$ cat config.mk
export PLATFORM = sky130hd
export DESIGN_NAME = dataPath6502
export DESIGN_NICKNAME = d
export VERILOG_FILES = /design/src/verilog/cpuPkg.sv /design/src/verilog/dataPath6502.sv /design/src/verilog/statusReg.sv /design/src/verilog/decimalAdjust.sv /design/src/verilog/aluStage.sv /design/src/verilog/registerFile.sv
export SDC_FILE = /design/constraint.sdc
export NUM_CORES = 1
export LEC_CHECK = 0
export BUFFER_PORTS_ARGS = -buffer_cell sky130_fd_sc_hd__buf_2
export CAP_MARGIN = 5
export CORE_MARGIN = 1.5
export CORE_UTILIZATION = 30
export CTS_BUF_LIST = sky130_fd_sc_hd__clkbuf_4
export DETAILED_ROUTE_END_ITERATION = 12
export PLACE_DENSITY = 0.53
export SLEW_MARGIN = 20
export SYNTH_ARGS = -nofsm -noshare
export SYNTH_HDL_FRONTEND = slang
export SYNTH_SLANG_ARGS = --single-unit
$ cat constraint.sdc
create_clock -name phi2 -period 3.3 [get_ports phi2]
set_input_delay 0.165 -clock phi2 [delete_from_list [all_inputs] [get_ports phi2]]
set_output_delay 0.165 -clock phi2 [all_outputs]
set_load 0.02 [all_outputs]
$ cat src/verilog/cpuPkg.sv
// shared datapath types: byte width, ALU opcodes, register selects,
// flag classes, decimal modes and the status bit layout
`default_nettype none

package cpuPkg;

    // datapath width
    localparam int dataWidth = 8;

    typedef logic [dataWidth-1:0] byteT;

    // ALU operations
    typedef enum logic [2:0] {
        opSum,   // A + B + carry in
        opAnd,
        opEor,
        opOr,
        opShr    // carry in to bit 7, bit 0 out as carry
    } aluOpT;

    // register names, selNone reads zero and writes nowhere
    typedef enum logic [1:0] {
        selNone,
        selAcc,
        selX,
        selY
    } regSelT;

    // which flags a result updates
    typedef enum logic [1:0] {
        flagNone,
        flagNzcv,   // add and subtract
        flagNz,     // logic ops, transfers
        flagNzc     // shifts
    } flagClassT;

    // BCD correction applied to the held sum
    typedef enum logic [1:0] {
        decOff,
        decAdd,
        decSub
    } decModeT;

    // NV-BDIZC bit positions
    localparam int statusN = 7;
    localparam int statusV = 6;
    localparam int statusD = 3;
    localparam int statusI = 2;
    localparam int statusZ = 1;
    localparam int statusC = 0;

    // only the unused bit 5 set
    localparam byteT statusReset = 8'h20;

endpackage

`default_nettype wire
$ cat src/verilog/dataPath6502.sv
// 6502 arithmetic datapath top: register file, ALU hold stage,
// decimal adjust and status register
`timescale 1ns/1ps
`default_nettype none

module dataPath6502 #(
    parameter bit hasDecimal = 1'b1
) (
    input  wire                    phi2,
    input  wire                    rstAll,
    input  wire                    haltAll,
    input  wire                    issue,
    input  wire cpuPkg::aluOpT     aluOp,
    input  wire cpuPkg::regSelT    srcSel,
    input  wire                    bInvert,
    input  wire cpuPkg::regSelT    dstSel,
    input  wire cpuPkg::flagClassT flagClass,
    input  wire cpuPkg::byteT      dataIn,
    input  wire                    cSet,
    input  wire                    cClr,
    input  wire                    iSet,
    input  wire                    iClr,
    input  wire                    dSet,
    input  wire                    dClr,
    input  wire                    vClr,
    input  wire                    pLoad,
    output cpuPkg::byteT           acc,
    output cpuPkg::byteT           xReg,
    output cpuPkg::byteT           yReg,
    output cpuPkg::byteT           status
);

    import cpuPkg::*;

    // issue side
    wire byteT      operandA;
    wire            carryFlag;
    wire            decimalFlag;
    // hold stage outputs
    wire byteT      heldResult;
    wire            heldCarry;
    wire            heldOverflow;
    wire            heldHalfCarry;
    wire            heldValid;
    wire decModeT   heldDecMode;
    wire regSelT    heldDst;
    wire flagClassT heldFlagClass;
    // after BCD correction
    wire byteT      finalResult;
    wire            finalCarry;

    registerFile regs (
        .phi2(phi2), .rstAll(rstAll), .haltAll(haltAll),
        .srcSel(srcSel), .dstSel(heldDst), .writeEn(heldValid),
        .writeData(finalResult), .operandA(operandA),
        .acc(acc), .xReg(xReg), .yReg(yReg)
    );

    aluStage #(.hasDecimal(hasDecimal)) alu (
        .phi2(phi2), .rstAll(rstAll), .haltAll(haltAll), .issue(issue),
        .aluOp(aluOp), .operandA(operandA), .dataIn(dataIn), .bInvert(bInvert),
        .carryFlag(carryFlag), .decimalFlag(decimalFlag),
        .dstSel(dstSel), .flagClass(flagClass),
        .heldResult(heldResult), .heldCarry(heldCarry),
        .heldOverflow(heldOverflow), .heldHalfCarry(heldHalfCarry),
        .heldValid(heldValid), .heldDecMode(heldDecMode),
        .heldDst(heldDst), .heldFlagClass(heldFlagClass)
    );

    decimalAdjust bcd (
        .heldResult(heldResult), .heldCarry(heldCarry),
        .heldHalfCarry(heldHalfCarry), .heldDecMode(heldDecMode),
        .finalResult(finalResult), .finalCarry(finalCarry)
    );

    statusReg flags (
        .phi2(phi2), .rstAll(rstAll), .haltAll(haltAll),
        .heldValid(heldValid), .heldFlagClass(heldFlagClass),
        .finalResult(finalResult), .finalCarry(finalCarry),
        .heldOverflow(heldOverflow), .pLoad(pLoad), .dataIn(dataIn),
        .cSet(cSet), .cClr(cClr), .iSet(iSet), .iClr(iClr),
        .dSet(dSet), .dClr(dClr), .vClr(vClr),
        .status(status), .carryFlag(carryFlag), .decimalFlag(decimalFlag)
    );

endmodule

`default_nettype wire

$ cat src/verilog/statusReg.sv
// NV-BDIZC status register
// class-based flag updates, set/clear strobes and full byte load
`timescale 1ns/1ps
`default_nettype none

module statusReg (
    input  wire                    phi2,
    input  wire                    rstAll,
    input  wire                    haltAll,
    input  wire                    heldValid,
    input  wire cpuPkg::flagClassT heldFlagClass,
    input  wire cpuPkg::byteT      finalResult,
    input  wire                    finalCarry,
    input  wire                    heldOverflow,
    input  wire                    pLoad,
    input  wire cpuPkg::byteT      dataIn,
    input  wire                    cSet,
    input  wire                    cClr,
    input  wire                    iSet,
    input  wire                    iClr,
    input  wire                    dSet,
    input  wire                    dClr,
    input  wire                    vClr,
    output cpuPkg::byteT           status,
    output logic                   carryFlag,
    output logic                   decimalFlag
);

    import cpuPkg::*;

    logic nFlag, vFlag, dFlag, iFlag, zFlag, cFlag;
    logic nNext, vNext, dNext, iNext, zNext, cNext;
    logic resultZero;

    assign resultZero = (finalResult == '0);

    // lowest priority first, later assignments win
    always_comb begin
        nNext = nFlag;
        vNext = vFlag;
        dNext = dFlag;
        iNext = iFlag;
        zNext = zFlag;
        cNext = cFlag;
        // strobes, set beats clear
        if (cClr) cNext = 1'b0;
        if (cSet) cNext = 1'b1;
        if (iClr) iNext = 1'b0;
        if (iSet) iNext = 1'b1;
        if (dClr) dNext = 1'b0;
        if (dSet) dNext = 1'b1;
        if (vClr) vNext = 1'b0;
        // stage-2 result flags
        if (heldValid && heldFlagClass != flagNone) begin
            nNext = finalResult[7];
            zNext = resultZero;
            if (heldFlagClass == flagNzcv || heldFlagClass == flagNzc) begin
                cNext = finalCarry;
            end
            if (heldFlagClass == flagNzcv) begin
                vNext = heldOverflow;
            end
        end
        // whole byte from the data input
        if (pLoad) begin
            nNext = dataIn[statusN];
            vNext = dataIn[statusV];
            dNext = dataIn[statusD];
            iNext = dataIn[statusI];
            zNext = dataIn[statusZ];
            cNext = dataIn[statusC];
        end
    end

    always_ff @(posedge phi2) begin
        if (rstAll) begin
            nFlag <= statusReset[statusN];
            vFlag <= statusReset[statusV];
            dFlag <= statusReset[statusD];
            iFlag <= statusReset[statusI];
            zFlag <= statusReset[statusZ];
            cFlag <= statusReset[statusC];
        end else if (!haltAll) begin
            nFlag <= nNext;
            vFlag <= vNext;
            dFlag <= dNext;
            iFlag <= iNext;
            zFlag <= zNext;
            cFlag <= cNext;
        end
    end

    // bit 5 fixed high, B not modelled so bit 4 low
    always_comb begin
        status          = statusReset;
        status[statusN] = nFlag;
        status[statusV] = vFlag;
        status[statusD] = dFlag;
        status[statusI] = iFlag;
        status[statusZ] = zFlag;
        status[statusC] = cFlag;
    end

    // read by the ALU at issue
    assign carryFlag   = cFlag;
    assign decimalFlag = dFlag;

endmodule

`default_nettype wire

$ cat src/verilog/decimalAdjust.sv
// BCD correction of the held sum and the decimal carry
`timescale 1ns/1ps
`default_nettype none

module decimalAdjust (
    input  wire cpuPkg::byteT    heldResult,
    input  wire                  heldCarry,
    input  wire                  heldHalfCarry,
    input  wire cpuPkg::decModeT heldDecMode,
    output cpuPkg::byteT         finalResult,
    output logic                 finalCarry
);

    import cpuPkg::*;

    always_comb begin
        // binary pass-through by default
        finalResult = heldResult;
        finalCarry  = heldCarry;
        case (heldDecMode)
            decAdd: begin
                // low digit out of range or carried
                if (heldResult[3:0] > 4'd9 || heldHalfCarry) begin
                    finalResult = finalResult + 8'h06;
                end
                // high digit test uses the binary sum, not the corrected one
                if (heldCarry || heldResult > 8'h99) begin
                    finalResult = finalResult + 8'h60;
                    finalCarry  = 1'b1;
                end
            end
            decSub: begin
                // borrow out of the low digit
                if (!heldHalfCarry) begin
                    finalResult = finalResult - 8'h06;
                end
                // borrow out of the high digit, carry passes through
                if (!heldCarry) begin
                    finalResult = finalResult - 8'h60;
                end
            end
            default: ;
        endcase
    end

endmodule

`default_nettype wire

$ cat src/verilog/aluStage.sv
// operand B inversion, ALU and the adder hold register
// with latched flags and writeback control
`timescale 1ns/1ps
`default_nettype none

module aluStage #(
    parameter bit hasDecimal = 1'b1
) (
    input  wire                    phi2,
    input  wire                    rstAll,
    input  wire                    haltAll,
    input  wire                    issue,
    input  wire cpuPkg::aluOpT     aluOp,
    input  wire cpuPkg::byteT      operandA,
    input  wire cpuPkg::byteT      dataIn,
    input  wire                    bInvert,
    input  wire                    carryFlag,
    input  wire                    decimalFlag,
    input  wire cpuPkg::regSelT    dstSel,
    input  wire cpuPkg::flagClassT flagClass,
    output cpuPkg::byteT           heldResult,
    output logic                   heldCarry,
    output logic                   heldOverflow,
    output logic                   heldHalfCarry,
    output logic                   heldValid,
    output cpuPkg::decModeT        heldDecMode,
    output cpuPkg::regSelT         heldDst,
    output cpuPkg::flagClassT      heldFlagClass
);

    import cpuPkg::*;

    byteT             operandB;
    logic [dataWidth:0] sumFull;
    logic [4:0]       halfSum;
    byteT             aluResult;
    logic             aluCarry;
    logic             aluOverflow;
    decModeT          decMode;

    // subtract path feeds ~B, carry acts as not borrow
    assign operandB = bInvert ? ~dataIn : dataIn;

    // 9-bit sum, top bit is the carry out
    assign sumFull = {1'b0, operandA} + {1'b0, operandB} + {{dataWidth{1'b0}}, carryFlag};
    // carry out of bit 3, carry in included
    assign halfSum = {1'b0, operandA[3:0]} + {1'b0, operandB[3:0]} + {4'b0, carryFlag};

    always_comb begin
        aluCarry    = 1'b0;
        aluOverflow = 1'b0;
        case (aluOp)
            opSum: begin
                aluResult   = sumFull[dataWidth-1:0];
                aluCarry    = sumFull[dataWidth];
                // same input signs, different result sign
                aluOverflow = (operandA[7] == operandB[7]) && (sumFull[7] != operandA[7]);
            end
            opAnd:   aluResult = operandA & operandB;
            opEor:   aluResult = operandA ^ operandB;
            opOr:    aluResult = operandA | operandB;
            opShr: begin
                aluResult = {carryFlag, operandB[7:1]};
                aluCarry  = operandB[0];
            end
            default: aluResult = '0;
        endcase
    end

    // decimal correction chosen at issue from the D flag
    always_comb begin
        if (hasDecimal && decimalFlag && aluOp == opSum) begin
            decMode = bInvert ? decSub : decAdd;
        end else begin
            decMode = decOff;
        end
    end

    // control half of the hold stage
    always_ff @(posedge phi2) begin
        if (rstAll) begin
            heldValid     <= 1'b0;
            heldDecMode   <= decOff;
            heldDst       <= selNone;
            heldFlagClass <= flagNone;
        end else if (!haltAll) begin
            // idle cycle leaves a bubble
            heldValid <= issue;
            if (issue) begin
                heldDecMode   <= decMode;
                heldDst       <= dstSel;
                heldFlagClass <= flagClass;
            end
        end
    end

    // payload half, only loaded on issue
    always_ff @(posedge phi2) begin
        if (!haltAll && issue) begin
            heldResult    <= aluResult;
            heldCarry     <= aluCarry;
            heldOverflow  <= aluOverflow;
            heldHalfCarry <= halfSum[4];
        end
    end

endmodule

`default_nettype wire

$ cat src/verilog/registerFile.sv
// accumulator and X/Y index registers
// with the A operand source select
`timescale 1ns/1ps
`default_nettype none

module registerFile (
    input  wire                 phi2,
    input  wire                 rstAll,
    input  wire                 haltAll,
    input  wire cpuPkg::regSelT srcSel,
    input  wire cpuPkg::regSelT dstSel,
    input  wire                 writeEn,
    input  wire cpuPkg::byteT   writeData,
    output cpuPkg::byteT        operandA,
    output cpuPkg::byteT        acc,
    output cpuPkg::byteT        xReg,
    output cpuPkg::byteT        yReg
);

    import cpuPkg::*;

    // writeback from the decimal adjust output
    always_ff @(posedge phi2) begin
        if (rstAll) begin
            acc  <= '0;
            xReg <= '0;
            yReg <= '0;
        end else if (!haltAll && writeEn) begin
            case (dstSel)
                selAcc:  acc  <= writeData;
                selX:    xReg <= writeData;
                selY:    yReg <= writeData;
                // selNone discards the result
                default: ;
            endcase
        end
    end

    // operand A select by source register
    always_comb begin
        case (srcSel)
            selAcc:  operandA = acc;
            selX:    operandA = xReg;
            selY:    operandA = yReg;
            // zero source lets a load be done as OR with data
            default: operandA = '0;
        endcase
    end

endmodule

`default_nettype wire

[Word level (Yosys, flattened, before mapping)]
Cells that the tools add are included.
Operators by class
  mux-type cells: 34
  equal/unequal tests: 16
  magnitude comparators: 2
  multipliers: 0
  add/sub/neg operators: 8
  shift-type cells: 0
  div/mod/pow operators: 0
  bitwise operators: 5
  reduce and logical (&&, ||, !) cells: 22
Operators by type and width (number)
  2-to-1 mux 8 bit: 7
  one-hot mux 8 bit (5 select lines): 1
  one-hot mux 8 bit (3 select lines): 1
  2-to-1 mux 1 bit: 21
  one-hot mux 8 bit (2 select lines): 1
  AND reduction 2 bit: 7
  == test 2 bit, second input constant: 6
  adder 8 x 8 -> 9 bit: 1
  adder 9 x 1 -> 9 bit: 1
  adder 8 x 3 -> 8 bit, second input constant: 1
  adder 8 x 7 -> 8 bit, second input constant: 1
  AND 8 bit: 1
  == test 2 x 1 -> 1 bit, second input constant: 4
  greater-than comparator 8 bit, second input constant: 1
  zero test 8 bit: 1
  inverter 8 bit: 1
  OR 8 bit: 1
  subtractor 8 x 3 -> 8 bit, second input constant: 1
  subtractor 8 x 7 -> 8 bit, second input constant: 1
  XOR 8 bit: 1
  == test 3 x 2 -> 1 bit, second input constant: 2
  nonzero test 3 bit: 2
  adder 4 x 4 -> 5 bit: 1
  adder 5 x 1 -> 5 bit: 1
  other kinds (13): 21
Storage, ports and cells
  flip-flop bits (word level): 48
  output and inout bits: 32
  ROM bits: 0
  input port bits: 30
  latch bits: 0
  word-level logic and storage cells: 104
  memories: 0
  memory bits (writable): 0

[Longest topological paths before layout]
  word-level depth: 10
  depth in mapped cells: 12
  mapped depth without buffers: 11

[By module]
Synthesis repeated with hierarchy kept, for this count alone.
Unflattened totals
  cells, all modules: 440
  area, all modules: 3930.0 um^2
By module, submodules not included
  aluStage: instances 1, cells an instance 175, sequential area each 470.5 um^2, area each 1544.0 um^2
  registerFile: instances 1, cells an instance 111, sequential area each 480.5 um^2, area each 1243.7 um^2
  decimalAdjust: instances 1, cells an instance 98, sequential area each 0.0 um^2, area each 698.2 um^2
  statusReg: instances 1, cells an instance 56, sequential area each 120.1 um^2, area each 444.2 um^2

[Least setup slack after synthesis]
OpenSTA, ideal clock, no wires.
  kind: register -> register
  start point: register alu.heldResult[1]
  end point: register flags.nFlag
  setup time: 131 ps
  required time: 3169 ps
  setup slack: 378 ps
  stages on the path, launching flop included: 12
  arrival: 2792 ps
  period minus slack after synthesis: 2922 ps
  path buffers: 1
  cells stage by stage: edfxtp_1 -> buf_2 -> a211o_1 -> or3_1 -> xnor2_1 -> ha_1 -> or2_2 -> a21oi_1 -> mux2_1 -> a211oi_2 -> and2b_1 -> o41ai_1
On the way
  longest elaborated chain between the ends: 9
  elaborated cells on any way between the ends: 17
  those cells by class: 4 x add/sub; 2 x order compare; 9 x mux; 2 x reduce/logical
Ends and longest elaborated chain
  start: declaration: RTL line aluStage.sv:21  | output cpuPkg::byteT heldResult,
  start signal: assignment: RTL line aluStage.sv:100  | heldResult <= aluResult;
  branches (longest 6 deep; another with subtractor 8 x 3 -> 8 bit)
  one-hot mux 8 bit (2 select lines) *: RTL line decimalAdjust.sv:20  | case (heldDecMode)
  2-to-1 mux 1 bit *: RTL line statusReg.sv:54  | if (heldValid && heldFlagClass != flagNone) begin
  2-to-1 mux 1 bit *: RTL line statusReg.sv:65  | if (pLoad) begin
  end signal: assignment: RTL line statusReg.sv:77  | nFlag <= statusReset[statusN];
  end signal: assignment: RTL line statusReg.sv:84  | nFlag <= nNext;
  end: declaration: RTL line statusReg.sv:31  | logic nFlag, vFlag, dFlag, iFlag, zFlag, cFlag;
Mark *: on every way between the ends. The select of a mux whose other input is x is not followed.
A chain may end at the register's enable or synchronous reset.

[Worst setup path in the final report]
  start point: register alu.heldResult[2]
  end point: register regs.acc[7]
On the way
  longest elaborated chain between the ends: 7
  elaborated cells on any way between the ends: 15
  those cells by class: 4 x add/sub; 2 x order compare; 7 x mux; 2 x reduce/logical
Ends and longest elaborated chain
  branches (longest 6 deep; another with subtractor 8 x 3 -> 8 bit)
  one-hot mux 8 bit (2 select lines) *: RTL line decimalAdjust.sv:20
  end signal: assignment: RTL line registerFile.sv:30  | selAcc: acc <= writeData;
  end: declaration: RTL line registerFile.sv:15  | output cpuPkg::byteT acc,
Marked as above.

==> impl_metrics.env <==
export IMPL_status="finished clean"
export IMPL_yosys_area_share_simple_pct=18.27
export IMPL_clockBufferDepth=2
export IMPL_tightest_slew_ns=0.9471
export IMPL_final_common_cell="buf_2"
export IMPL_power_frac_clock_pct=28.4
export IMPL_ff2ff_path_depth=10
export IMPL_sw_frac_of_total_pct=29.82
export IMPL_syn_area_per_cell_sq_um=8.091
export IMPL_path_class="flop to flop"
export IMPL_grt_pass1_vias=3078
export IMPL_die_area_sq_mm=0.01286
export IMPL_r2r_start="alu.heldResult[2]"
export IMPL_synth_edff_count=11
export IMPL_vias=3348
export IMPL_crit_arrival_ns=3.23
export IMPL_multiInputGateArea_sq_mm=0.002283
export IMPL_fin_crit_ns=2.994
export IMPL_r2r_end="regs.acc[7]"
export IMPL_via_per_inst=5.239
export IMPL_ir_drop_mv=0.1861
export IMPL_grt_setup_unrepaired="false"
export IMPL_fin_hold_ws_ns=0.02507
export IMPL_fin_nets=545
export IMPL_fin_ws_ns=0.3057
export IMPL_grt_max_degree=40
export IMPL_synth_fa_ha_area_share_pct=8.621
export IMPL_ys_warnings_count=0
export IMPL_yosys_mux_area_fraction_pct=8.758
export IMPL_drive_gt1_share_pct=19.11
export IMPL_async_flop_share_pct=0
export IMPL_reg2reg_slack_ns=0.31
export IMPL_cpPeakStageDelay_ns=0.53
export IMPL_antenna_left=0
export IMPL_cp_cell_sequence="a211o_1 -> or3_1 -> xnor2_1 -> ha_1 -> or2_2 -> a21oi_1 -> mux2_1 -> a211oi_2 -> buf_4 -> a211oi_1"
export IMPL_hold_viol=0
export IMPL_ios=62
export IMPL_powerDensity_mw_per_mm2=305.7
export IMPL_p_sw_uw=374.8
export IMPL_crit_fanout=8
export IMPL_synthXorXnorAreaFrac_pct=3.832
export IMPL_start_util_pct=30.58
export IMPL_cts_tree="built"
export IMPL_ctsResizeCount=0
export IMPL_p_comb_share_pct=21.0
export IMPL_cap_violations=0
export IMPL_grt_pass1_wl_mm=15.84
export IMPL_final_cell_mix="buf_2, nor2_1, nand2_1"
export IMPL_track_usage_pct=15.21
export IMPL_antenna_cells=0
export IMPL_synthFlopType="dfxtp_1"
export IMPL_insertion_delay_ns=0.37
export IMPL_post_dp_cell_area_sq_mm=0.004033
export IMPL_period_share_pct=90.74
export IMPL_min_path_cells=3
export IMPL_synth_area_sq_mm=0.003657
export IMPL_seqPwrFrac_pct=50.7
export IMPL_hp_class="primary input to flop"
export IMPL_coreArea_sq_mm=0.01196
export IMPL_fmax_mhz=334.0
export IMPL_drtIter0Drc=221
export IMPL_finalClockSkew_ns=0.02178
export IMPL_hp_start="dstSel[0]"
export IMPL_dr_pass1_iters=5
export IMPL_yosysSeqAreaShare_pct=29.28
export IMPL_gp_congestion=0.9164
export IMPL_htreeDepth=2
export IMPL_numPortBuffers=59
export IMPL_synthCells=452
export IMPL_finalSetupTns_ns=0
export IMPL_clk_pin_slew_worst_paths_ns=0.16
export IMPL_cp_start_kind="flop"
export IMPL_antenna_found_initial=0
export IMPL_post_cts_setup_buffers=0
export IMPL_leakage_uw=0.001720
export IMPL_grt_overflow=0
export IMPL_route_detailed_wl_per_inst_microns=15.36
export IMPL_die_y_microns=113.4
export IMPL_area_growth_pct=12.45
export IMPL_finalInstanceArea_sq_mm=0.004113
export IMPL_seqCellArea_sq_mm=0.001071
export IMPL_synth_nets=506
export IMPL_finalSetupViolations=0
export IMPL_wl_mm=9.812
export IMPL_synth_area_leaders="dfxtp_1, edfxtp_1, ha_1"
export IMPL_synth_top_area_share_pct=20.25
export IMPL_cts_root_buffer="clkbuf_4"
export IMPL_numClockSinks=48
export IMPL_cpMaxStageDelayCell="edfxtp_1"
export IMPL_synth_top_family_by_area="compound AO/OA/AOI/OAI gates"
export IMPL_whs_endpoint="alu.heldDst[0]"
export IMPL_critPathCaptureType="flop"
export IMPL_cts_buffers=5
export IMPL_p_int_uw=882.3
export IMPL_slew_viol_final=0
export IMPL_drc_errors=0
export IMPL_die_w_microns=113.4
export IMPL_required_ns=3.54
export IMPL_synth_compound_area_share_pct=22.75
export IMPL_crit_family="compound AO/OA/AOI/OAI gates"
export IMPL_synth_seq_cells=48
export IMPL_rows=40
export IMPL_fillerInstances=1241
export IMPL_hold_buffers=0
export IMPL_crit_buf_inv=1
export IMPL_yosysTopAreaCell="dfxtp_1"
export IMPL_slew_headroom_pct=36.63
export IMPL_synth_cell_type_count=59
export IMPL_dp_slack_ns=0.2871
export IMPL_dp_hpwl_mm=7.726
## worst max path at each step
stage | startpoint | end | slack (ns) | depth (start not counted)
final | alu.heldResult[2] | regs.acc[7] | 0.31 | 10
after global routing | alu.heldResult[2] | regs.acc[7] | 0.13 | 10
after CTS | alu.heldResult[2] | regs.yReg[7] | 0.28 | 10
after detailed placement | alu.heldResult[2] | regs.acc[7] | 0.29 | 10
after global placement | alu.heldResult[2] | regs.acc[7] | 0.36 | 10
after floorplan | alu.heldResult[1] | flags.nFlag | 0.38 | 11
## final cells by class
cell class              count  area share, %
flip-flops and latches     48          26.04
inverters                  31          2.829
well taps                 147          4.472
repair buffers             70          9.188
clock inverters             3          1.034
multi-input cells         335          55.52
clock buffers               5         0.9127
## through the flow
| stage | std cells | utilization [%] | total power, uW |
|---|---|---|---|
| final | 639 | 34.38 | 1257 |
| after global routing | 639 | 34.38 | 1321 |
| after CTS | 639 | 34.38 | 1267 |
| after detailed placement | 631 | 33.71 | 913.2 |
| after global placement | 631 | 33.71 | 908.8 |
| after floorplan | 452 | - | 838.1 |
## sequential cells by signal (all words and copies together), names as in the netlist
signal             count
regs.yReg              8
alu.heldFlagClass      2
alu.heldValid          1
alu.heldHalfCarry      1
flags.nFlag            1
alu.heldDecMode        2
alu.heldDst            2
flags.iFlag            1
alu.heldCarry          1
regs.acc               8
alu.heldResult         8
flags.carryFlag        1
regs.xReg              8
flags.vFlag            1
flags.zFlag            1
alu.heldOverflow       1
flags.decimalFlag      1
## tightest hold or removal path, cell delays in order
cell	delay, ns
buf_2	0.10
nand2_1	0.05
a21oi_1	0.05
## synthesized netlist by cell type (7+ instances only)
| cell | n |
|---|---|
| a211oi_1 | 18 |
| xor2_1 | 9 |
| clkbuf_1 | 24 |
| edfxtp_1 | 11 |
| mux2_2 | 11 |
| xnor2_1 | 7 |
| dfxtp_1 | 37 |
| ha_1 | 22 |
| inv_1 | 30 |
| buf_4 | 8 |
| nand2_1 | 42 |
| nor2b_1 | 10 |
| nor3_1 | 9 |
| mux2i_1 | 17 |
| a22oi_1 | 12 |
| o21ai_0 | 17 |
| a21oi_1 | 30 |
| o21a_1 | 7 |
| nor2_1 | 51 |
## metal layers
metal / GRT usage (%) / vias up / share of wire (%)
met5: 0 / - / 0
met4: 3.333 / 0 / 1.4
met3: 1.700 / 12 / 3.5
met2: 25.94 / 83 / 49
met1: 20.81 / 1583 / 47
li1: - / 1670 / -
## power by group through the flow
stage / clock (uW) / combinational (uW) / sequential, uW
final: 356 / 264 / 637
after global placement: 0 / 260 / 649
after global routing: 388 / 293 / 640
after detailed placement: 0 / 263 / 650
after floorplan: 0 / 196 / 642
after CTS: 365 / 265 / 637
## logic make-up after synthesis
logic type      after synthesis
simple gates                140
buf+inv                      69
xor+xnor                     16
flops                        48
fa+ha+maj                    24
other cells                   2
compound gates              123
mux                          30
Power figures use the tool's default switching activity.
